`config.mk`:
```
export PLATFORM = sky130hd
export DESIGN_NAME = out_receiver
export DESIGN_NICKNAME = d
export VERILOG_FILES = /design/src/common/usb_serial_pkg.sv /design/src/design/out_receiver.sv
export SDC_FILE = /design/constraint.sdc
export NUM_CORES = 1
export LEC_CHECK = 0
export ABC_AREA = 1
export BUFFER_PORTS_ARGS = -buffer_cell sky130_fd_sc_hd__buf_2
export CORE_AREA = 2 2 39 41
export DETAILED_ROUTE_END_ITERATION = 12
export DIE_AREA = 0 0 41 43
export PLACE_DENSITY = 0.64
export SKIP_CTS_REPAIR_TIMING = 1
export SLEW_MARGIN = 30
export SYNTH_ARGS = -nofsm -noshare
export SYNTH_HDL_FRONTEND = slang
export SYNTH_SLANG_ARGS = --single-unit
export TNS_END_PERCENT = 5
```
`constraint.sdc`:
```
create_clock -name clk -period 4.05 [get_ports clk]
set_clock_uncertainty 0.15 [all_clocks]
set_input_delay 0.6075 -clock clk [delete_from_list [all_inputs] [get_ports clk]]
set_output_delay 0.6075 -clock clk [all_outputs]
set_load 0.005 [all_outputs]
```
`src/common/usb_serial_pkg.sv`:
```
//--------------------------------------------------------------------------
// usb serial shared definitions
// buffer and packet sizes, byte-level types and the abstract host-link
// structs used by the bridge and its test environment
//--------------------------------------------------------------------------

package usb_serial_pkg;

    //----------------------------------------------------------------------
    // sizes
    //----------------------------------------------------------------------

    localparam int ASIZE   = 10;                // send buffer depth = 2**ASIZE
    localparam int MAX_PKT = 32;                // largest IN payload in bytes

    //----------------------------------------------------------------------
    // plain vector types
    //----------------------------------------------------------------------

    typedef logic [7:0]       byte_t;           // one data byte
    typedef logic [ASIZE:0]   ptr_t;            // buffer pointer, msb is wrap bit
    typedef logic [ASIZE:0]   cnt_t;            // bytes in buffer, 0..1024
    typedef logic [5:0]       pkt_len_t;        // bytes in one packet, 0..32

    //----------------------------------------------------------------------
    // host link, IN endpoint
    //----------------------------------------------------------------------

    typedef struct packed {
        logic  in_tok;                          // IN token, one cycle
        logic  in_ack;                          // host ACK for last IN packet
    } in_host_t;

    typedef struct packed {
        logic  nak;                             // nothing to send, one cycle
        logic  valid;                           // data byte present
        logic  last;                            // final byte of packet
        logic  toggle;                          // DATA0 / DATA1
        byte_t data;
    } in_rsp_t;

    //----------------------------------------------------------------------
    // host link, OUT endpoint
    //----------------------------------------------------------------------

    typedef struct packed {
        logic  valid;                           // data byte present
        logic  last;                            // final byte of packet
        logic  toggle;                          // DATA0 / DATA1 of this packet
        byte_t data;
    } out_pkt_t;

endpackage

```
`src/design/out_receiver.sv`:
```
//--------------------------------------------------------------------------
// OUT receiver
// checks the OUT data toggle, forwards fresh bytes as a strobe and
// acknowledges every packet, duplicates included
//--------------------------------------------------------------------------

`timescale 1ns/1ps

module out_receiver (
    input  logic                     clk,
    input  logic                     usb_rstn,
    // host link
    input  usb_serial_pkg::out_pkt_t pkt,
    output logic                     out_ack,
    // local receive side
    output usb_serial_pkg::byte_t    recv_data,
    output logic                     recv_valid
);

    //----------------------------------------------------------------------
    // toggle check
    //----------------------------------------------------------------------

    logic exp_tog;                              // toggle of next new packet
    logic tog_ok;                               // byte belongs to a new packet
    logic pkt_end;                              // final byte of any packet

    assign tog_ok  = pkt.valid && (pkt.toggle == exp_tog);
    assign pkt_end = pkt.valid && pkt.last;

    always_ff @(posedge clk or negedge usb_rstn) begin
        if (!usb_rstn) begin
            exp_tog <= 1'b0;                    // DATA0 after reset
        end else if (tog_ok && pkt.last) begin
            exp_tog <= ~exp_tog;                // packet accepted
        end
    end

    //----------------------------------------------------------------------
    // handshake back to host
    //----------------------------------------------------------------------

    always_ff @(posedge clk or negedge usb_rstn) begin
        if (!usb_rstn) begin
            out_ack <= 1'b0;
        end else begin
            out_ack <= pkt_end;                 // stale toggle still gets ACK
        end
    end

    //----------------------------------------------------------------------
    // byte delivery
    //----------------------------------------------------------------------

    always_ff @(posedge clk or negedge usb_rstn) begin
        if (!usb_rstn) begin
            recv_valid <= 1'b0;
        end else begin
            recv_valid <= tog_ok;               // one-cycle strobe per new byte
        end
    end

    always_ff @(posedge clk) begin
        if (tog_ok) begin
            recv_data <= pkt.data;              // duplicates never reach here
        end
    end

endmodule

```
# Word-level counts from Yosys, hierarchy flattened
# Index checks and enable logic that the tools add are counted.
# word_totals
reg_bits,11
latch_bits,0
ram_bits,0
romBits,0
input_bits,13
word_cells,9
n_memories,0
# op_classes
add_sub_neg,0
multipliers,0
div_mod_pow,0
n_lt_le_gt_ge,0
n_eq_ne,1
shifts,0
muxes,0
bitwise_logic,1
n_reduce_logical,3
# op_table
cell,count
logical AND 1 bit,3
== test 1 bit,1
inverter 1 bit,1

# Depth between registers and ports, before layout
# logic_depth
ltp_word,3
ltp_mapped,4

# Worst setup path after synthesis
# OpenSTA, ideal clock, no wires.
# synth_path
kind,in2reg
from,input pkt[8] (netlist bit)
to,"register recv_data[0], enable pin"
setup_time_ns,0.373
t_arrival_ns,1.086
required_ns,3.527
setup_slack_ns,2.441
path_stages,3
n_path_buf,0
cell_sequence,nand2_1 -> nand2_1 -> nor2_1
# synth_between
elab_chain_len,2
# synth_lines
element,line,text
"start, declared",out_receiver.sv:13,"input usb_serial_pkg::out_pkt_t pkt,"
== test 1 bit,out_receiver.sv:28,assign tog_ok = pkt.valid && (pkt.toggle == exp_tog);
logical AND 1 bit,out_receiver.sv:28,
via tog_ok,out_receiver.sv:25,logic tog_ok;
"end signal, assigned",out_receiver.sv:65,recv_data <= pkt.data;
"end, declared",out_receiver.sv:16,"output usb_serial_pkg::byte_t recv_data,"
# The timed path passes the listed nets, and every way through them passes these cells.
# A chain may end at the register's enable or synchronous reset.

# Worst setup path in the final report
# layout_path
from,input pkt[8] (netlist bit)
to,"register recv_data[3], enable pin"
# Same word-level chain as after synthesis.

==> impl_metrics.csv <==
group,metric,value,unit
pwr,switching_power,0.0442,mW
global_route,grt-ovfl-total,0,
sta,slew_headroom,54.8,%
floorplanning,dieArea,1760,µm²
sta,tightest_slew,0.676,ns
layout,multi_input_area,27.5,µm²
logic_synthesis,ys_ff_latch,11,
layout,fin_util,37.3,%
critical_path,critPathLaunchType,"input pin",
logic_synthesis,yosys_warnings,0,
clocking,clkSlewWorstSetupHoldPaths,0.06,ns
floorplanning,dieHeight,43,µm
logic_synthesis,yosysUniqueCellTypes,6,
sta,maxSlewViolCount,0,
logic_synthesis,netlist_instances,20,
global_route,grt_pass1_vias,251,
job,drv_cap,0,
critical_path,crit_fanout,9,
layout,fin_nets,61,
routing,drtIter0Drc,1,
critical_path,worst_r2r_startpoint,"exp_tog",
pwr,comb_power_share,9.5,%
sta,fin_crit,1.59,ns
pwr,p_per_area,432,nW/µm²
layout,antenna_cells,0,
layout,area_growth,47.5,%
critical_path,slowest_stage,"nor2_1",
pwr,intPower,0.179,mW
critical_path,end_kind,"register",
layout,seqCellArea,315,µm²
worst_hold_path,hold_class,"reg2reg",
critical_path,crit_path_cell_trace,"buf_2 -> nand2_1 -> nand2_1 -> nor2_1",
critical_path,path_class,"in2reg",
sta,hold_slack,0.353,ns
routing,detail-route-antenna-nets,0,
pwr,power_frac_seq,59.5,%
global_route,grt_usage,8.47,%
placed_design,portBuffers,22,
logic_synthesis,synth_fp_nets,33,
global_route,grt_max_degree,10,
routing,wl_per_cell,11.2,µm
logic_synthesis,syn_area,350,µm²
placed_design,gp_congestion,0.633,
routing,drc,0,
sta,clock.fmax,627,MHz
critical_path,cpPeakStageDelay,0.51,ns
routing,drt-total-wl,705,µm
layout,drive_gt1_share,53.2,%
critical_path,r2r_cells,3,
clocking,clockBufferDepth,2,
pwr,p_sw_share,19.8,%
logic_synthesis,avgSynthCellArea,17.5,µm²
sta,grt_setup_unrepaired,"no",
clocking,clkLatencyLatePin,0.25,ns
critical_path,r2r-end,"recv_data[3]",
routing,vias,252,
status,status,"finished clean",
critical_path,critPathRequiredTime,3.79,ns
floorplanning,initial_core_util,25.3,%
clocking,numCtsBuffers,3,
routing,dr.pass1.iters,2,
sta,post-route-period-util,39.4,%
pwr,vdd_ir_drop_max,0.000154,V
floorplanning,fp.dieW,41,µm
logic_synthesis,seq_area_frac_synth,90.0,%
critical_path,crit_arrival,1.34,ns
layout,fillCellCount,136,
clocking,cts_root_buf,"clkbuf_4",
worst_hold_path,hold_end,"exp_tog",
pwr,leakage,0.249,nW
routing,via_per_inst,4.00,
pwr,power.share.clock,31.0,%
layout,final_common_cell,"buf_2",
critical_path,crit_top_cell,"nand2_1",
worst_hold_path,hold_start,"exp_tog",
sta,setup-tns-final,0,ns
global_route,antenna_found_initial,0,
sta,setup_viol,0,
clocking,htree_levels,1,
global_route,grt_pass1_wl,959,µm
floorplanning,pin_count,23,
clocking,cts_tree,"yes",
floorplanning,row_count,14,
floorplanning,core_area,1380,µm²
clocking,clkSinkCount,11,
sta,hold_viol,0,
layout,final_cell_mix,"buf_2 (22), edfxtp_1 (8), nand2_1 (4), clkbuf_4 (3), dfrtp_1 (3)",
worst_hold_path,hold_depth,2,
critical_path,r2r_slack,2.51,ns
## Yosys cell counts, drive strengths merged
library cell | count | area [µm²]
inv | 2 | 7.51
edfxtp | 8 | 240
dfrtp | 3 | 75.1
nor2 | 2 | 7.51
nand2 | 4 | 15.0
o21ai | 1 | 5.00
## layout make-up
type,count,share of cell area [%]
inverters,2,1.45
clock buffers,4,5.08
well taps,16,3.87
flip-flops and latches,11,61.0
multi-input cells,7,5.33
repair buffers,23,23.2
## registers in the layout, summed over array words and instances, names as in the netlist
register and count:
recv_data 8, out_ack 1, recv_valid 1, exp_tog 1
## cell families (layout without fill, tap and decap cells)
kind of cell    after synthesis  count (layout)  share of synthesized area (%)
simple gates                  6               6                           6.43
flops                        11              11                           90.0
buf+inv                       2              29                           2.14
compound gates                1               1                           1.43
## layer usage
metal  vias up  part of all wire (%)  global-route usage, %  routed length, µm
li1        120                     -                      -                  -
met1       109                    40                   8.81                281
met2        23                    44                   12.5                309
met3         0                    16                   4.19                114
met4         0                     0                   6.00                  0
met5         -                     0                      0                  0
## power by group through the flow
stage	registers [mW]	logic [mW]	clock network (mW)
floorplan	0.136	0.00550	0
global placement	0.135	0.0201	0
detailed placement	0.135	0.0211	0
CTS	0.133	0.0211	0.0745
global route	0.133	0.0244	0.0804
finish	0.133	0.0211	0.0692
## worst max-delay path: cells and delay by family
| kind | cells | cell delay [ns] |
|---|---|---|
| buffers and inverters | 1 | 0.11 |
| and+or+nand+nor | 3 | 0.61 |
## worst max-delay path by stage
stage / startpoint / end / slack [ns] / depth (start not counted)
finish: pkt[8] / recv_data[3] / 2.46 / 4
global route: pkt[8] / recv_data[7] / 2.38 / 4
floorplan: pkt[8] / recv_data[0] / 2.44 / 3
global placement: pkt[8] / recv_data[0] / 2.23 / 4
CTS: pkt[8] / recv_data[3] / 2.45 / 4
detailed placement: pkt[8] / recv_data[7] / 2.16 / 4
## through the flow
stage / setup WS (ns) / std cells / area, µm² / total power [mW]
4_1_cts: 2.45 / 62 / 507 / 0.228
6_report: 2.46 / 63 / 517 / 0.223
2_1_floorplan: 2.44 / 20 / 350 / 0.142
3_5_place_dp: 2.16 / 58 / 480 / 0.156
3_3_place_gp: 2.23 / 58 / 480 / 0.155
5_1_grt: 2.38 / 63 / 517 / 0.238
(Power assumes the default switching activity.)
