File: config.mk
export PLATFORM = sky130hd
export DESIGN_NAME = in_packetizer
export DESIGN_NICKNAME = d
export VERILOG_FILES = /design/src/common/usb_serial_pkg.sv /design/src/design/in_packetizer.sv
export SDC_FILE = /design/constraint.sdc
export NUM_CORES = 1
export LEC_CHECK = 0
export ABC_AREA = 0
export BUFFER_PORTS_ARGS = -buffer_cell sky130_fd_sc_hd__buf_2
export CAP_MARGIN = 20
export CELL_PAD_IN_SITES_DETAIL_PLACEMENT = 1
export CELL_PAD_IN_SITES_GLOBAL_PLACEMENT = 2
export CORE_UTILIZATION = 32
export CTS_BUF_LIST = sky130_fd_sc_hd__clkbuf_16
export DETAILED_ROUTE_END_ITERATION = 7
export PLACE_DENSITY_LB_ADDON = 0.1
export SYNTH_ARGS = -nofsm -noshare
export SYNTH_HDL_FRONTEND = slang
export SYNTH_SLANG_ARGS = --single-unit
File: constraint.sdc
create_clock -name clk -period 3.6 [get_ports clk]
set_input_delay 0 -clock clk [delete_from_list [all_inputs] [get_ports clk]]
set_output_delay 0 -clock clk [all_outputs]
set_load 0.1 [all_outputs]
File: src/common/usb_serial_pkg.sv
//--------------------------------------------------------------------------
// usb serial shared definitions
// buffer and packet sizes, byte-level types and the abstract host-link
// structs used by the bridge and its test environment
//--------------------------------------------------------------------------

package usb_serial_pkg;

    //----------------------------------------------------------------------
    // sizes
    //----------------------------------------------------------------------

    localparam int ASIZE   = 10;                // send buffer depth = 2**ASIZE
    localparam int MAX_PKT = 32;                // largest IN payload in bytes

    //----------------------------------------------------------------------
    // plain vector types
    //----------------------------------------------------------------------

    typedef logic [7:0]       byte_t;           // one data byte
    typedef logic [ASIZE:0]   ptr_t;            // buffer pointer, msb is wrap bit
    typedef logic [ASIZE:0]   cnt_t;            // bytes in buffer, 0..1024
    typedef logic [5:0]       pkt_len_t;        // bytes in one packet, 0..32

    //----------------------------------------------------------------------
    // host link, IN endpoint
    //----------------------------------------------------------------------

    typedef struct packed {
        logic  in_tok;                          // IN token, one cycle
        logic  in_ack;                          // host ACK for last IN packet
    } in_host_t;

    typedef struct packed {
        logic  nak;                             // nothing to send, one cycle
        logic  valid;                           // data byte present
        logic  last;                            // final byte of packet
        logic  toggle;                          // DATA0 / DATA1
        byte_t data;
    } in_rsp_t;

    //----------------------------------------------------------------------
    // host link, OUT endpoint
    //----------------------------------------------------------------------

    typedef struct packed {
        logic  valid;                           // data byte present
        logic  last;                            // final byte of packet
        logic  toggle;                          // DATA0 / DATA1 of this packet
        byte_t data;
    } out_pkt_t;

endpackage

File: src/design/in_packetizer.sv
//--------------------------------------------------------------------------
// IN packetizer
// answers IN tokens with NAK or a data packet from the send buffer and
// runs the ACK / retry / data toggle rules of the bulk IN endpoint
//--------------------------------------------------------------------------

`timescale 1ns/1ps

module in_packetizer (
    input  logic                     clk,
    input  logic                     usb_rstn,
    // host link
    input  usb_serial_pkg::in_host_t host,
    output usb_serial_pkg::in_rsp_t  rsp,
    // send buffer
    input  usb_serial_pkg::cnt_t     avail,
    output logic                     rd_en,
    input  usb_serial_pkg::byte_t    rd_data,
    output logic                     rewind,
    output logic                     commit
);
    import usb_serial_pkg::*;

    typedef enum logic [1:0] {
        IDLE,                                   // wait for token
        READ,                                   // first buffer read, no byte out yet
        SEND,                                   // bytes on the link
        WAIT_ACK                                // packet out, ACK or retry token
    } in_state_t;

    in_state_t state;
    in_state_t state_nxt;

    pkt_len_t  pkt_len;                         // length of packet in flight
    pkt_len_t  rd_left;                         // reads still to issue
    pkt_len_t  len_new;                         // length for a fresh packet
    logic      has_data;
    logic      tok_new;                         // token that starts a new packet
    logic      tok_retry;                       // token with previous packet unacked
    logic      tog;                             // current IN data toggle
    logic      nak_q;
    logic      valid_q;
    logic      last_q;

    //----------------------------------------------------------------------
    // token decode
    //----------------------------------------------------------------------

    assign has_data  = (avail != '0);
    assign len_new   = (avail >= cnt_t'(MAX_PKT)) ? pkt_len_t'(MAX_PKT) : pkt_len_t'(avail);
    assign tok_new   = host.in_tok && (state == IDLE);
    assign commit    = host.in_ack && (state == WAIT_ACK);
    assign tok_retry = host.in_tok && (state == WAIT_ACK) && !host.in_ack; // ack wins
    assign rewind    = tok_retry;               // same bytes again

    // one read per byte, back to back
    assign rd_en = (state == READ) || ((state == SEND) && (rd_left != '0));

    //----------------------------------------------------------------------
    // state machine
    //----------------------------------------------------------------------

    always_comb begin
        state_nxt = state;
        case (state)
            IDLE:     if (tok_new && has_data) state_nxt = READ;
            READ:     state_nxt = SEND;
            SEND:     if (last_q) state_nxt = WAIT_ACK;       // final byte on link now
            WAIT_ACK: begin
                if (commit) begin
                    state_nxt = IDLE;
                end else if (tok_retry) begin
                    state_nxt = READ;
                end
            end
            default:  state_nxt = IDLE;
        endcase
    end

    always_ff @(posedge clk or negedge usb_rstn) begin
        if (!usb_rstn) begin
            state   <= IDLE;
            pkt_len <= '0;
            rd_left <= '0;
            tog     <= 1'b0;                    // DATA0 after reset
            nak_q   <= 1'b0;
            valid_q <= 1'b0;
            last_q  <= 1'b0;
        end else begin
            state   <= state_nxt;
            nak_q   <= tok_new && !has_data;    // empty, NAK next cycle
            valid_q <= rd_en;                   // byte follows its read by one cycle
            last_q  <= rd_en && (rd_left == pkt_len_t'(1));
            if (tok_new && has_data) begin
                pkt_len <= len_new;             // kept for a possible retry
                rd_left <= len_new;
            end else if (tok_retry) begin
                rd_left <= pkt_len;             // resend unchanged
            end else if (rd_en) begin
                rd_left <= rd_left - pkt_len_t'(1);
            end
            if (commit) begin
                tog <= ~tog;                    // flips only on ACK
            end
        end
    end

    //----------------------------------------------------------------------
    // response to host
    //----------------------------------------------------------------------

    always_comb begin
        rsp.nak    = nak_q;
        rsp.valid  = valid_q;
        rsp.last   = last_q;
        rsp.toggle = tog;                       // steady for whole packet
        rsp.data   = rd_data;                   // straight from buffer register
    end

endmodule

; ---- Word level (Yosys, flattened, before mapping)
; Cells that the tools add are included.
[totals]
regBits = 18
latch_bits = 0
ramBits = 0
romBits = 0
inputBits = 23
output_inout_bits = 15
wordCells = 42
memories = 0
[op_classes]
n_addsub = 1
n_mul = 0
div = 0
magnitude_cmp = 1
n_eq_ne = 7
shift = 0
n_mux = 9
bitwise = 1
reduce_logical = 16
[op_table]
columns = op, n
row1 = $mux W6, 4
row2 = $ge A11 B6 Y1 const B, 1
row3 = $reduce_bool A11 Y1, 1
row4 = $logic_and A1 B1 Y1, 8
row5 = $mux W2, 4
row6 = $pmux W2 S4, 1
row7 = $eq A6 B1 Y1 const B, 1
row8 = $reduce_bool A6 Y1, 1
row9 = $sub A6 B1 Y6 const B, 1
row10 = $eq A2 B2 Y1 const B, 2
row11 = $ne A3 B3 Y1 const B, 1
row12 = $reduce_and A3 Y1, 1
row13 = $reduce_bool A3 Y1, 1
row14 = $eq A2 B1 Y1 const B, 1
row15 = $logic_not A1 Y1, 2
row16 = $logic_not A2 Y1, 1
row17 = $ne A2 B1 Y1 const B, 1
row18 = $ne A2 B2 Y1 const B, 1
row19 = $logic_or A1 B1 Y1, 1
row20 = $not A1 Y1, 1

; ---- Logic depth before layout (Yosys ltp)
; Gate-level depths: netlist of the first run.
[logic_depth]
word_depth = 6
depth_mapped = 8
depth_no_buf = 7

; ---- Worst setup path after synthesis of the first run
; OpenSTA, ideal clock, no wires.
[synth_path]
kind = register to register
startpoint = reg state[1]
endpoint = reg rd_left[5]
setup_time_ps = 121
arrival_ps = 1917
required_ps = 3479
setup_slack_ps = 1562
stages_incl_launch_ff = 8
n_path_buf = 0
period_less_slack_ps = 2038
path_cell_list = dfrtp_1 > ha_1 > nand3b_1 > inv_2 > or4b_1 > o221a_2 > nor2_1 > a21oi_1
[synth_via]
elab_chain_cells = 5
word_cells_on_any_way = 13
classes_between = 3 x eq/ne / 2 x mux / 8 x reduce/logical
[synth_rtl]
columns = item, line
row1 = "start, declared", in_packetizer.sv:31  ; in_state_t state;
row2 = "start signal, assigned", in_packetizer.sv:90  ; state <= state_nxt;
row3 = $eq A2 B2 Y1 (*), in_packetizer.sv:53  ; assign tok_retry = host.in_tok && (state == WAIT_ACK) && !host.in_ack;
row4 = $logic_and A1 B1 Y1 (*) (2 in a row), in_packetizer.sv:53
row5 = net rewind, in_packetizer.sv:19  ; output logic rewind,
row6 = $mux W6, in_packetizer.sv:97  ; end else if (tok_retry) begin
row7 = $mux W6, in_packetizer.sv:94  ; if (tok_new && has_data) begin
row8 = "end signal, assigned", in_packetizer.sv:96  ; rd_left <= len_new;
row9 = "end signal, assigned", in_packetizer.sv:98  ; rd_left <= pkt_len;
row10 = "end signal, assigned", in_packetizer.sv:100  ; rd_left <= rd_left - pkt_len_t'(1);
row11 = "end, declared", in_packetizer.sv:35  ; pkt_len_t rd_left;
; The timed path passes the listed nets; every way through them passes the cells marked *.
; A chain may end at the register's enable or synchronous reset.

; ---- Worst setup path after layout of the first run
[layout_path]
startpoint = reg state[1]
endpoint = reg rd_left[5]
[layout_via]
elab_chain_cells = 5
word_cells_on_any_way = 13
classes_between = 3 x eq/ne / 2 x mux / 8 x reduce/logical
[layout_rtl]
columns = item, line
row1 = $eq A2 B2 Y1, in_packetizer.sv:53
row2 = $logic_and A1 B1 Y1 (2 in a row), in_packetizer.sv:53
row3 = $mux W6, in_packetizer.sv:97
row4 = $mux W6, in_packetizer.sv:94
; Several ways; a longest one is shown, not always the timed one.

==> run_results.csv, run 1 <==
group,metric,value,unit
floorplanning,die_h,63.3,µm
finish,regArea,450,µm²
cts,tritoncts,"done",
worst_setup_path,startpoint_type,"flop",
global_routing,grt_max_degree,19,
cts,ctsResizeCount,0,
timing,finalHoldViolations,0,
finish,num-nets-final,168,
floorplanning,core_region_area,3470,µm²
finish,syn_to_final_growth,12.4,%
finish,layout-drive-gt1-share,23.5,%
cts,numCtsBuffers,3,
worst_setup_path,cp.arrival,2.19,ns
cts,insertion_delay,0.25,ns
timing,setup_viol,0,
floorplanning,initial_utilization,34.7,%
global_routing,antenna_found_initial,0,
finish,instances_no_fill,182,
floorplanning,num_rows,21,
worst_setup_path,critPathKind,"reg2reg",
floorplanning,die_w,63.3,µm
cts,hold_buffers,2,
detailed_routing,wire_per_inst,15.6,µm
power,p_leak,0.653,nW
logic_synthesis,synth_ff_type,"dfrtp_1",
status,status,"complete, no violations",
logic_synthesis,yosysMostFrequentCell,"dfrtp_1",
logic_synthesis,ys_async_sr_fraction,100,%
logic_synthesis,ys_ff_latch,18,
logic_synthesis,ys_top_cells_by_count,"18 x dfrtp_1, 12 x buf_4, 10 x nor2_1, 9 x inv_1, 9 x nand2_1",
timing,worstMarginPinSlew,0.469,ns
logic_synthesis,synth_area,1200,µm²
logic_synthesis,yosys.area.top_type_share,37.5,%
timing,maxSlewHeadroom,68.4,%
timing,fmax,482,MHz
power,powerDensity,334,nW/µm²
worst_setup_path,cp.required,3.72,ns
global_routing,grt_use_met3,2.54,%
global_routing,grt_busiest_layer,"met1",
timing,post-route-period-util,57.7,%
placement,place_inst,176,
floorplanning,io_pins,38,
timing,final_max_slew_viol_count,0,
logic_synthesis,syn-num-nets,154,
logic_synthesis,yosys_warnings,0,
detailed_routing,drt_iter0_drc,24,
cts,cts_setup_buffers,0,
logic_synthesis,postSynthAreaPerCell,9.78,µm²
worst_setup_path,end_kind,"flop",
logic_synthesis,synth_cell_types,45,
timing,setup_tns,0,ns
floorplanning,die_area,4010,µm²
placement,place_hpwl,2210,µm
cts,cts.sinks,18,
finish,fillers,417,
finish,multi_input_area,602,µm²
timing,rsz0062_at_grt,"false",
finish,antenna_cells,0,
global_routing,globalRoute.totalOverflow,0,
logic_synthesis,synth_edf_count,0,
global_routing,grt_pass1_wl,4680,µm
cts,max-clock-path-buffers,2,
global_routing,grt_use_met2,21.6,%
timing,skew,0.00435,ns
detailed_routing,wl,2830,µm
cts,cts_root_buf,"clkbuf_16",
global_routing,grt_pass1_vias,937,
logic_synthesis,yosysSeqAreaShare,37.5,%
placement,io_buffers,21,
min_path,hp-class,"in2out",
cts,ctsHtreeMaxLevel,1,
run,maxCapViolations,0,
global_routing,gr-usage-met1,22.4,%
power,vdd_drop_max,0.000226,V
finish,postLayoutCoreUtil,39.0,%
detailed_routing,vias_per_cell,5.05,
detailed_routing,ant_nets,0,
worst_setup_path,crit_path_max_fanout,8,
cts,clkSlewWorstSetupHoldPaths,0.06,ns
timing,fin_crit,2.08,ns
logic_synthesis,netlist_instances,123,
placement,gp_congestion,0.796,
detailed_routing,firstDrtPassIters,4,
detailed_routing,drcViolationCount,0,
logic_synthesis,synth_area_leaders,"dfrtp_1 37%, ha_1 8.3%, buf_4 7.5%",
global_routing,grt_use_total,15.1,%
logic_synthesis,yosys.area.top_type,"dfrtp_1",
detailed_routing,routed-via-count,920,
power,power.total,451,µW
critical path: stages (launching register included):
cell and delay, ns:
dfrtp_1 0.43, ha_1 0.25, nand3b_1 0.28, inv_2 0.15, or4b_1 0.52, o221a_2 0.13
nor2_1 0.11, a21oi_1 0.08
worst paths after layout:
kind	slack (ns)	depth (start not counted)	from	to
max	1.52	7	state[1]$_DFFE_PN0P_	rd_left[5]$_DFFE_PN0P_
min	0.00004	0	rd_data[1]	rsp[1]
max reg2reg	1.52	7	state[1]$_DFFE_PN0P_	rd_left[5]$_DFFE_PN0P_
min reg2reg	0.47	1	tog$_DFFE_PN0P_	tog$_DFFE_PN0P_
max in group asynchronous	3.06	2	usb_rstn	state[0]$_DFFE_PN0P_
min in group asynchronous	0.23	2	usb_rstn	nak_q$_DFF_PN0_
layout make-up:
cell class | instances | area share (%)
multi-input cells | 81 | 44.5
flip-flops and latches | 18 | 33.3
repair buffers | 23 | 9.26
clock buffers | 3 | 5.56
well taps | 46 | 4.26
inverters | 10 | 2.78
clock inverters | 1 | 0.278
cells by family (layout without fill, tap and decap cells):
| family | count (synthesis) | after routing | synth area share, % |
|---|---|---|---|
| compound gates | 31 | 31 | 19.5 |
| xor+xnor | 3 | 3 | 2.19 |
| mux | 3 | 3 | 2.71 |
| simple gates | 36 | 36 | 17.4 |
| fa+ha+maj | 8 | 8 | 8.32 |
| buf+inv | 24 | 37 | 12.5 |
| flops | 18 | 18 | 37.5 |
stage by stage:
step	hold slack (ns)	cell area (µm²)	setup slack (ns)
6_report	0.0000439	1350	1.52
5_1_grt	0.000161	1350	1.41
4_1_cts	0.00118	1350	1.52
3_5_place_dp	-0.0258	1250	1.52
3_3_place_gp	-0.0261	1250	1.51
2_1_floorplan	-0.296	1200	1.56
placed cells by master, fill, tap and decap left out, types with 2 or more instances in the layout:
cell type	instances
or4_1	2
o21ai_0	4
nor2_1	10
a22o_1	4
ha_1	8
clkbuf_16	3
xnor2_1	2
buf_2	21
nand2_1	9
a22oi_1	2
a21oi_1	6
dlygate4sd3_1	2
and2_1	2
inv_1	9
a21o_1	2
mux2_1	2
dfrtp_1	18
routing by layer:
metal  wire [µm]  share of wire (%)
met1        1490                 53
met2        1180                 42
met3         126                4.4
met4          38                1.3
met5           0                  0
registers in the layout (all words and copies together) (netlist names):
name / count
nak_q: 1
state: 2
last_q: 1
pkt_len: 6
rd_left: 6
tog: 1
valid_q: 1
where the power goes:
group	internal (mW)	total, mW	switching [mW]
sequential	0.202	0.202	0
clock	0.148	0.228	0.0797
combinational	0.00851	0.0206	0.0121
Power figures use the tool's default switching activity.
==> run 2: changes to the inputs <==
--- a/config.mk
+++ b/config.mk
@@ -5,12 +5,12 @@
 export SDC_FILE = /design/constraint.sdc
 export NUM_CORES = 1
 export LEC_CHECK = 0
-export ABC_AREA = 0
+export ABC_AREA = 1
 export BUFFER_PORTS_ARGS = -buffer_cell sky130_fd_sc_hd__buf_2
 export CAP_MARGIN = 20
 export CELL_PAD_IN_SITES_DETAIL_PLACEMENT = 1
 export CELL_PAD_IN_SITES_GLOBAL_PLACEMENT = 2
-export CORE_UTILIZATION = 32
+export CORE_UTILIZATION = 26
 export CTS_BUF_LIST = sky130_fd_sc_hd__clkbuf_16
 export DETAILED_ROUTE_END_ITERATION = 7
 export PLACE_DENSITY_LB_ADDON = 0.1
==> constraint.sdc (replaced) <==
create_clock -name clk -period 1.65 [get_ports clk]
set_input_delay 0 -clock clk [delete_from_list [all_inputs] [get_ports clk]]
set_output_delay 0 -clock clk [all_outputs]
set_load 0.1 [all_outputs]
==> run_results.csv, run 2 <==
group,metric,value,unit
floorplanning,die_h,72.4,µm
cts,insertion_delay,0.25,ns
cts,ctsHtreeMaxLevel,1,
cts,max-clock-path-buffers,2,
detailed_routing,drcViolationCount,0,
worst_setup_path,startpoint_type,"flop",
logic_synthesis,synth_area,1290,µm²
global_routing,antenna_found_initial,0,
worst_setup_path,rrSetupSlack,0.15,ns
timing,setup_tns,0,ns
logic_synthesis,synth_top_family_by_area,"simple AND/OR/NAND/NOR gates",
cts,tritoncts,"done",
logic_synthesis,ys_top_cells_by_count,"47 x nand2_1, 20 x nand3_1, 18 x dfrtp_1, 16 x inv_1, 12 x buf_4",
logic_synthesis,yosys.area.top_type,"dfrtp_1",
power,comb_power_share,63.3,%
logic_synthesis,ys_ff_latch,18,
worst_setup_path,critPathTopFamily,"buffers and inverters",
worst_setup_path,cp.arrival,1.53,ns
global_routing,gr-usage-met1,17.2,%
worst_setup_path,rr_worst_depth,9,
timing,fmax,652,MHz
logic_synthesis,yosys_warnings,0,
floorplanning,core_region_area,4750,µm²
worst_setup_path,cp_slowest_cell,"dfrtp_1",
logic_synthesis,synth_ff_type,"dfrtp_1",
power,seqPwrFrac,21.4,%
finish,antenna_cells,0,
power,internal-power,1.66,mW
finish,final_common_cell,"nand2_1",
timing,post-route-period-util,92.9,%
finish,syn_to_final_growth,23.7,%
floorplanning,io_pins,38,
global_routing,grt_busiest_layer,"met2",
timing,fin_crit,1.53,ns
placement,place_inst,245,
placement,gp_congestion,0.764,
power,powerDensity,2040,nW/µm²
placement,place_hpwl,2590,µm
logic_synthesis,synth-xor-area-share,1.36,%
power,vdd_drop_max,0.000803,V
worst_setup_path,critPathKind,"reg2out",
power,p_clk_share,15.3,%
logic_synthesis,synth_compound_area_share,6.12,%
run,maxCapViolations,0,
detailed_routing,wire_per_inst,12.8,µm
worst_setup_path,cp.required,1.65,ns
finish,regArea,450,µm²
worst_setup_path,crit_top_cell,"buf_4",
logic_synthesis,synth_cell_types,22,
timing,setup_viol,0,
worst_setup_path,crit_chain,"buf_4, ha_1, buf_4, nand2_1, inv_1, clkbuf_4",
detailed_routing,drt_iter0_drc,33,
cts,numCtsBuffers,3,
worst_setup_path,reg2reg_to,"state[0]$_DFFE_PN0P_",
logic_synthesis,synth_edf_count,0,
finish,instances_no_fill,253,
power,p_leak,0.852,nW
global_routing,grt_use_met2,22.9,%
timing,worstMarginPinSlew,0.486,ns
floorplanning,initial_utilization,27.1,%
finish,layout_common_cells,"47 x nand2_1, 19 x nand3_1, 18 x buf_2, 18 x dfrtp_1, 15 x inv_1",
power,p_sw,1.60,mW
finish,layout-drive-gt1-share,28.5,%
detailed_routing,firstDrtPassIters,5,
logic_synthesis,yosys.area.top_type_share,35.0,%
logic_synthesis,yosysMostFrequentCell,"nand2_1",
global_routing,grt_use_met3,1.94,%
global_routing,grt_max_degree,20,
detailed_routing,vias_per_cell,4.26,
floorplanning,num_rows,25,
floorplanning,die_area,5240,µm²
timing,whs,0.0000439,ns
global_routing,grt_pass1_vias,1177,
worst_setup_path,r2r-start,"state[0]$_DFFE_PN0P_",
floorplanning,die_w,72.4,µm
logic_synthesis,netlist_instances,162,
worst_setup_path,crit_cells,6,
timing,maxSlewHeadroom,67.8,%
logic_synthesis,synthSimpleGateAreaFrac,36.2,%
logic_synthesis,ys_async_sr_fraction,100,%
global_routing,globalRoute.totalOverflow,0,
worst_setup_path,crit_path_max_fanout,4,
worst_setup_path,slowest_delay,0.37,ns
power,power.total,3.26,mW
timing,skew,0.00490,ns
timing,final_max_slew_viol_count,0,
finish,multi_input_area,674,µm²
detailed_routing,wl,3230,µm
timing,finalHoldViolations,0,
logic_synthesis,syn-num-nets,193,
detailed_routing,ant_nets,0,
cts,clkSlewWorstSetupHoldPaths,0.06,ns
worst_setup_path,critPathLaunch,"state[0]$_DFFE_PN0P_",
min_path,hp-class,"in2out",
worst_setup_path,end_kind,"output pin",
global_routing,grt_use_total,13.8,%
finish,fillers,591,
logic_synthesis,yosysSeqAreaShare,35.0,%
detailed_routing,routed-via-count,1078,
finish,reg_top3,"pkt_len x6, rd_left x6, state x2",
cts,cts.sinks,18,
logic_synthesis,synth_area_leaders,"dfrtp_1 35%, nand2_1 14%, ha_1 7.8%",
global_routing,grt_pass1_wl,5500,µm
logic_synthesis,synth-adder-area-share,7.77,%
logic_synthesis,synth_mux_area_share,0,%
logic_synthesis,postSynthAreaPerCell,7.95,µm²
finish,num-nets-final,218,
status,status,"complete, no violations",
power,p_sw_share,49.1,%
placement,io_buffers,21,
worst_setup_path,endpoint,"commit",
worst_setup_path,crit_buf_inv,4,
cts,cts_root_buf,"clkbuf_16",
## run 2: cell types whose count changed after synthesis, sizes merged, moves of 3 or more
cell / change
or4: -3
nand3: +19
o21ai: +6
inv: +8
a21oi: -6
a22o: -5
nand2: +42
nand4: +5
## run 2: worst min-delay path by stage
| stage | start | endpoint | slack (ns) | depth (start not counted) |
|---|---|---|---|---|
| 2_1_floorplan | usb_rstn | last_q$_DFF_PN0_ | -0.30 | 0 |
| 3_3_place_gp | usb_rstn | state[1]$_DFFE_PN0P_ | -0.03 | 1 |
| 3_5_place_dp | usb_rstn | state[1]$_DFFE_PN0P_ | -0.03 | 1 |
| 4_1_cts | rd_data[2] | rsp[2] | 0.001 | 0 |
| 5_1_grt | rd_data[2] | rsp[2] | 0.0002 | 0 |
| 6_report | rd_data[2] | rsp[2] | 0.00004 | 0 |
## run 2: repair_timing
| item | CTS | global route |
|---|---|---|
| resized for setup | 0 | 5 |
| setup buffers | 0 | 3 |
| endpoints found under the setup margin | 0 | 9 |
| endpoints found under the hold margin | 18 | 0 |
| hold buffers | 1 | 0 |
## run 2: power groups by stage
stage               Combinational (mW)  Sequential (mW)  Clock (mW)
finish                            2.06            0.696       0.499
global route                      2.30            0.717       0.537
CTS                               2.01            0.697       0.518
detailed placement                1.99            0.706           0
global placement                  1.98            0.700           0
floorplan                         1.57            0.696           0
## run 2: stage by stage
stage / cell area (µm²) / worst slack [ns] / util, %
global route: 1590 / -0.00459 / 33.5
finish: 1590 / 0.117 / 33.5
global placement: 1460 / 0.0770 / 30.8
detailed placement: 1460 / 0.0136 / 30.8
CTS: 1550 / 0.00552 / 32.7
floorplan: 1290 / 0.0235 / -
## run 2: final cells by class
type | count | share of cell area, %
Inverter | 18 | 4.71
Clock buffer | 3 | 4.71
Tap cell | 67 | 5.26
Multi-Input combinational cell | 113 | 42.3
Timing Repair Buffer | 33 | 14.5
Sequential cell | 18 | 28.3
Clock inverter | 1 | 0.236
## run 2: routing by layer
| metal | up-vias | part of all wire [%] |
|---|---|---|
| li1 | 553 | - |
| met1 | 489 | 47 |
| met2 | 29 | 46 |
| met3 | 7 | 3.5 |
| met4 | 0 | 2.5 |
| met5 | - | 0 |
## run 2: worst register-to-register path: stages (launching register included)
cell and delay (ns):
dfrtp_1 0.37, inv_1 0.12, ha_1 0.21, nand2_1 0.13, inv_4 0.13, nand2_8 0.12, nand2_2 0.10, nand3_1 0.09
nand2_1 0.07, nand2_1 0.05
## run 2: cell families after synthesis
group	count (synthesis)
and+or+nand+nor	91
buffers and inverters	31
DFF	18
AOI/OAI and AO/OA	12
adders and majority gates	8
xor gates and xnor gates	2
==> run 3: changes to the inputs <==
--- a/config.mk
+++ b/config.mk
@@ -10,6 +10,7 @@
 export CAP_MARGIN = 20
 export CELL_PAD_IN_SITES_DETAIL_PLACEMENT = 1
 export CELL_PAD_IN_SITES_GLOBAL_PLACEMENT = 2
+export CORE_ASPECT_RATIO = 1.1
 export CORE_UTILIZATION = 26
 export CTS_BUF_LIST = sky130_fd_sc_hd__clkbuf_16
 export DETAILED_ROUTE_END_ITERATION = 7
==> run_results.csv, run 3 (synthesis gave the netlist of run 2 again) <==
group,metric,value,unit
status,status,"complete, no violations",
timing,fmax,650,MHz
worst_setup_path,cp.arrival,1.54,ns
floorplanning,initial_utilization,27.3,%
power,vdd_drop_max,0.000578,V
detailed_routing,wl,3150,µm
timing,skew,0.00202,ns
finish,final_common_cell,"nand2_1",
finish,layout-drive-gt1-share,29.5,%
detailed_routing,drcViolationCount,0,
cts,cts.sinks,18,
cts,ctsHtreeMaxLevel,1,
timing,setup_viol,0,
worst_setup_path,r2r-start,"state[1]$_DFFE_PN0P_",
detailed_routing,wl_met2,1530,µm
power,p_leak,0.829,nW
detailed_routing,routed-via-count,1077,
global_routing,grt_pass1_vias,1119,
cts,numCtsBuffers,3,
detailed_routing,drt_iter0_drc,43,
timing,worstMarginPinSlew,0.485,ns
worst_setup_path,crit_buf_inv,3,
min_path,hold_depth,0,
worst_setup_path,slowest_delay,0.44,ns
timing,post-route-period-util,93.2,%
placement,place_hpwl,2580,µm
finish,fillers,567,
floorplanning,num_rows,26,
detailed_routing,routed.top_layer,"met4",
timing,maxSlewHeadroom,67.9,%
finish,antenna_cells,0,
min_path,hold_start,"rd_data[5]",
global_routing,grt_pass1_wl,5380,µm
global_routing,grt_max_degree,20,
worst_setup_path,crit_chain,"ha_2, nand3_1, clkinv_4, buf_4, buf_12",
cts,tritoncts,"done",
min_path,whs_endpoint,"rsp[5]",
worst_setup_path,rr_worst_depth,7,
timing,fin_crit,1.54,ns
cts,insertion_delay,0.25,ns
worst_setup_path,end_kind,"output pin",
worst_setup_path,startpoint_type,"flop",
worst_setup_path,cp.required,1.65,ns
run,maxCapViolations,0,
placement,gp_congestion,0.761,
cts,clkSlewWorstSetupHoldPaths,0.05,ns
finish,syn_to_final_growth,20.7,%
timing,final_max_slew_viol_count,0,
detailed_routing,wire_per_inst,13.2,µm
detailed_routing,wl_met3,103,µm
detailed_routing,vias_per_cell,4.51,
global_routing,globalRoute.totalOverflow,0,
cts,cts_root_buf,"clkbuf_16",
floorplanning,die_h,75.8,µm
worst_setup_path,crit_path_max_fanout,8,
finish,layout_common_cells,"47 x nand2_1, 20 x nand3_1, 19 x buf_2",
global_routing,grt_use_total,13.1,%
floorplanning,die_w,69.1,µm
floorplanning,core_region_area,4720,µm²
power,power.total,3.17,mW
detailed_routing,ant_nets,0,
placement,io_buffers,21,
global_routing,antenna_found_initial,0,
worst_setup_path,cp_slowest_cell,"dfrtp_2",
worst_setup_path,rrSetupSlack,0.12,ns
finish,num-nets-final,216,
detailed_routing,firstDrtPassIters,4,
floorplanning,die_area,5240,µm²
power,powerDensity,2040,nW/µm²
timing,finalHoldViolations,0,
min_path,hp-class,"in2out",
floorplanning,io_pins,38,
cts,max-clock-path-buffers,2,
detailed_routing,wl_met1,1480,µm
worst_setup_path,critPathTopFamily,"buffers and inverters",
finish,postLayoutCoreUtil,32.9,%
worst_setup_path,reg2reg_to,"rd_left[3]$_DFFE_PN0P_",
finish,reg_top3,"pkt_len x6, rd_left x6, state x2",
worst_setup_path,critPathKind,"reg2out",
## run 3: cell count changes in the layout (fill, tap and decap cells not counted), moves of 2 or more
cell and change:
buf_4 -2, ha_1 -2, ha_2 +2, inv_1 -2, inv_2 +2
## run 3: repair_timing
item | in CTS | in global routing
resized for setup | 1 | 7
pin swaps | 0 | 0
hold buffers | 1 | 0
buffers inserted | 0 | 3
endpoints found under the setup margin | 8 | 8
endpoints found under the hold margin | 18 | 0
## run 3: where the power goes
part	leakage, nW	internal (mW)	switching (mW)
logic	0.561	0.682	1.28
clock network	0.0370	0.319	0.166
registers	0.231	0.595	0.128
total	0.829	1.60	1.58
## run 3: routing by layer
metal / global-route usage (%) / up-vias
met5: 0 / -
met4: 4.99 / 0
met3: 2.25 / 2
met2: 23.2 / 23
met1: 16.1 / 506
li1: - / 546
## run 3: worst max path at each step
| stage | from | to | slack, ns | depth (start not counted) |
|---|---|---|---|---|
| after floorplan | state[0]$_DFFE_PN0P_ | rd_left[2]$_DFFE_PN0P_ | 0.02 | 8 |
| after global placement | state[0]$_DFFE_PN0P_ | state[1]$_DFFE_PN0P_ | 0.02 | 9 |
| after detailed placement | state[0]$_DFFE_PN0P_ | state[1]$_DFFE_PN0P_ | -0.06 | 9 |
| after CTS | state[0]$_DFFE_PN0P_ | state[1]$_DFFE_PN0P_ | 0.02 | 9 |
| after global routing | rd_left[0]$_DFFE_PN0P_ | rd_left[2]$_DFFE_PN0P_ | -0.008 | 9 |
| final | state[0]$_DFFE_PN0P_ | rewind | 0.11 | 5 |
## run 3: worst register-to-register path, cell delays in order (launching register included)
cell     delay, ns
dfrtp_1       0.42
buf_4         0.16
ha_1          0.18
a21o_2        0.28
nor2_8        0.16
nand2_4       0.09
nand2_1       0.09
nand2_1       0.05
## run 3: cell type report
cell class	count	area, µm²	area share [%]
inverter	18	77.6	4.99
timing repair buffer	31	213	13.7
tap	56	70.1	4.51
sequential	18	452	29.1
multi-input combinational	113	667	42.9
clock buffer	3	75.1	4.83
## run 3: through the flow
stage	instance area, µm²	setup TNS (ns)	hold slack (ns)	instances	setup slack (ns)
6_report	1550	0	0.0000439	239	0.112
2_1_floorplan	1290	0	-0.296	162	0.0235
5_1_grt	1550	-0.00817	0.000145	239	-0.00817
4_1_cts	1520	0	0.00118	236	0.0216
3_3_place_gp	1440	0	-0.0255	232	0.0227
3_5_place_dp	1440	-0.191	-0.0271	232	-0.0589
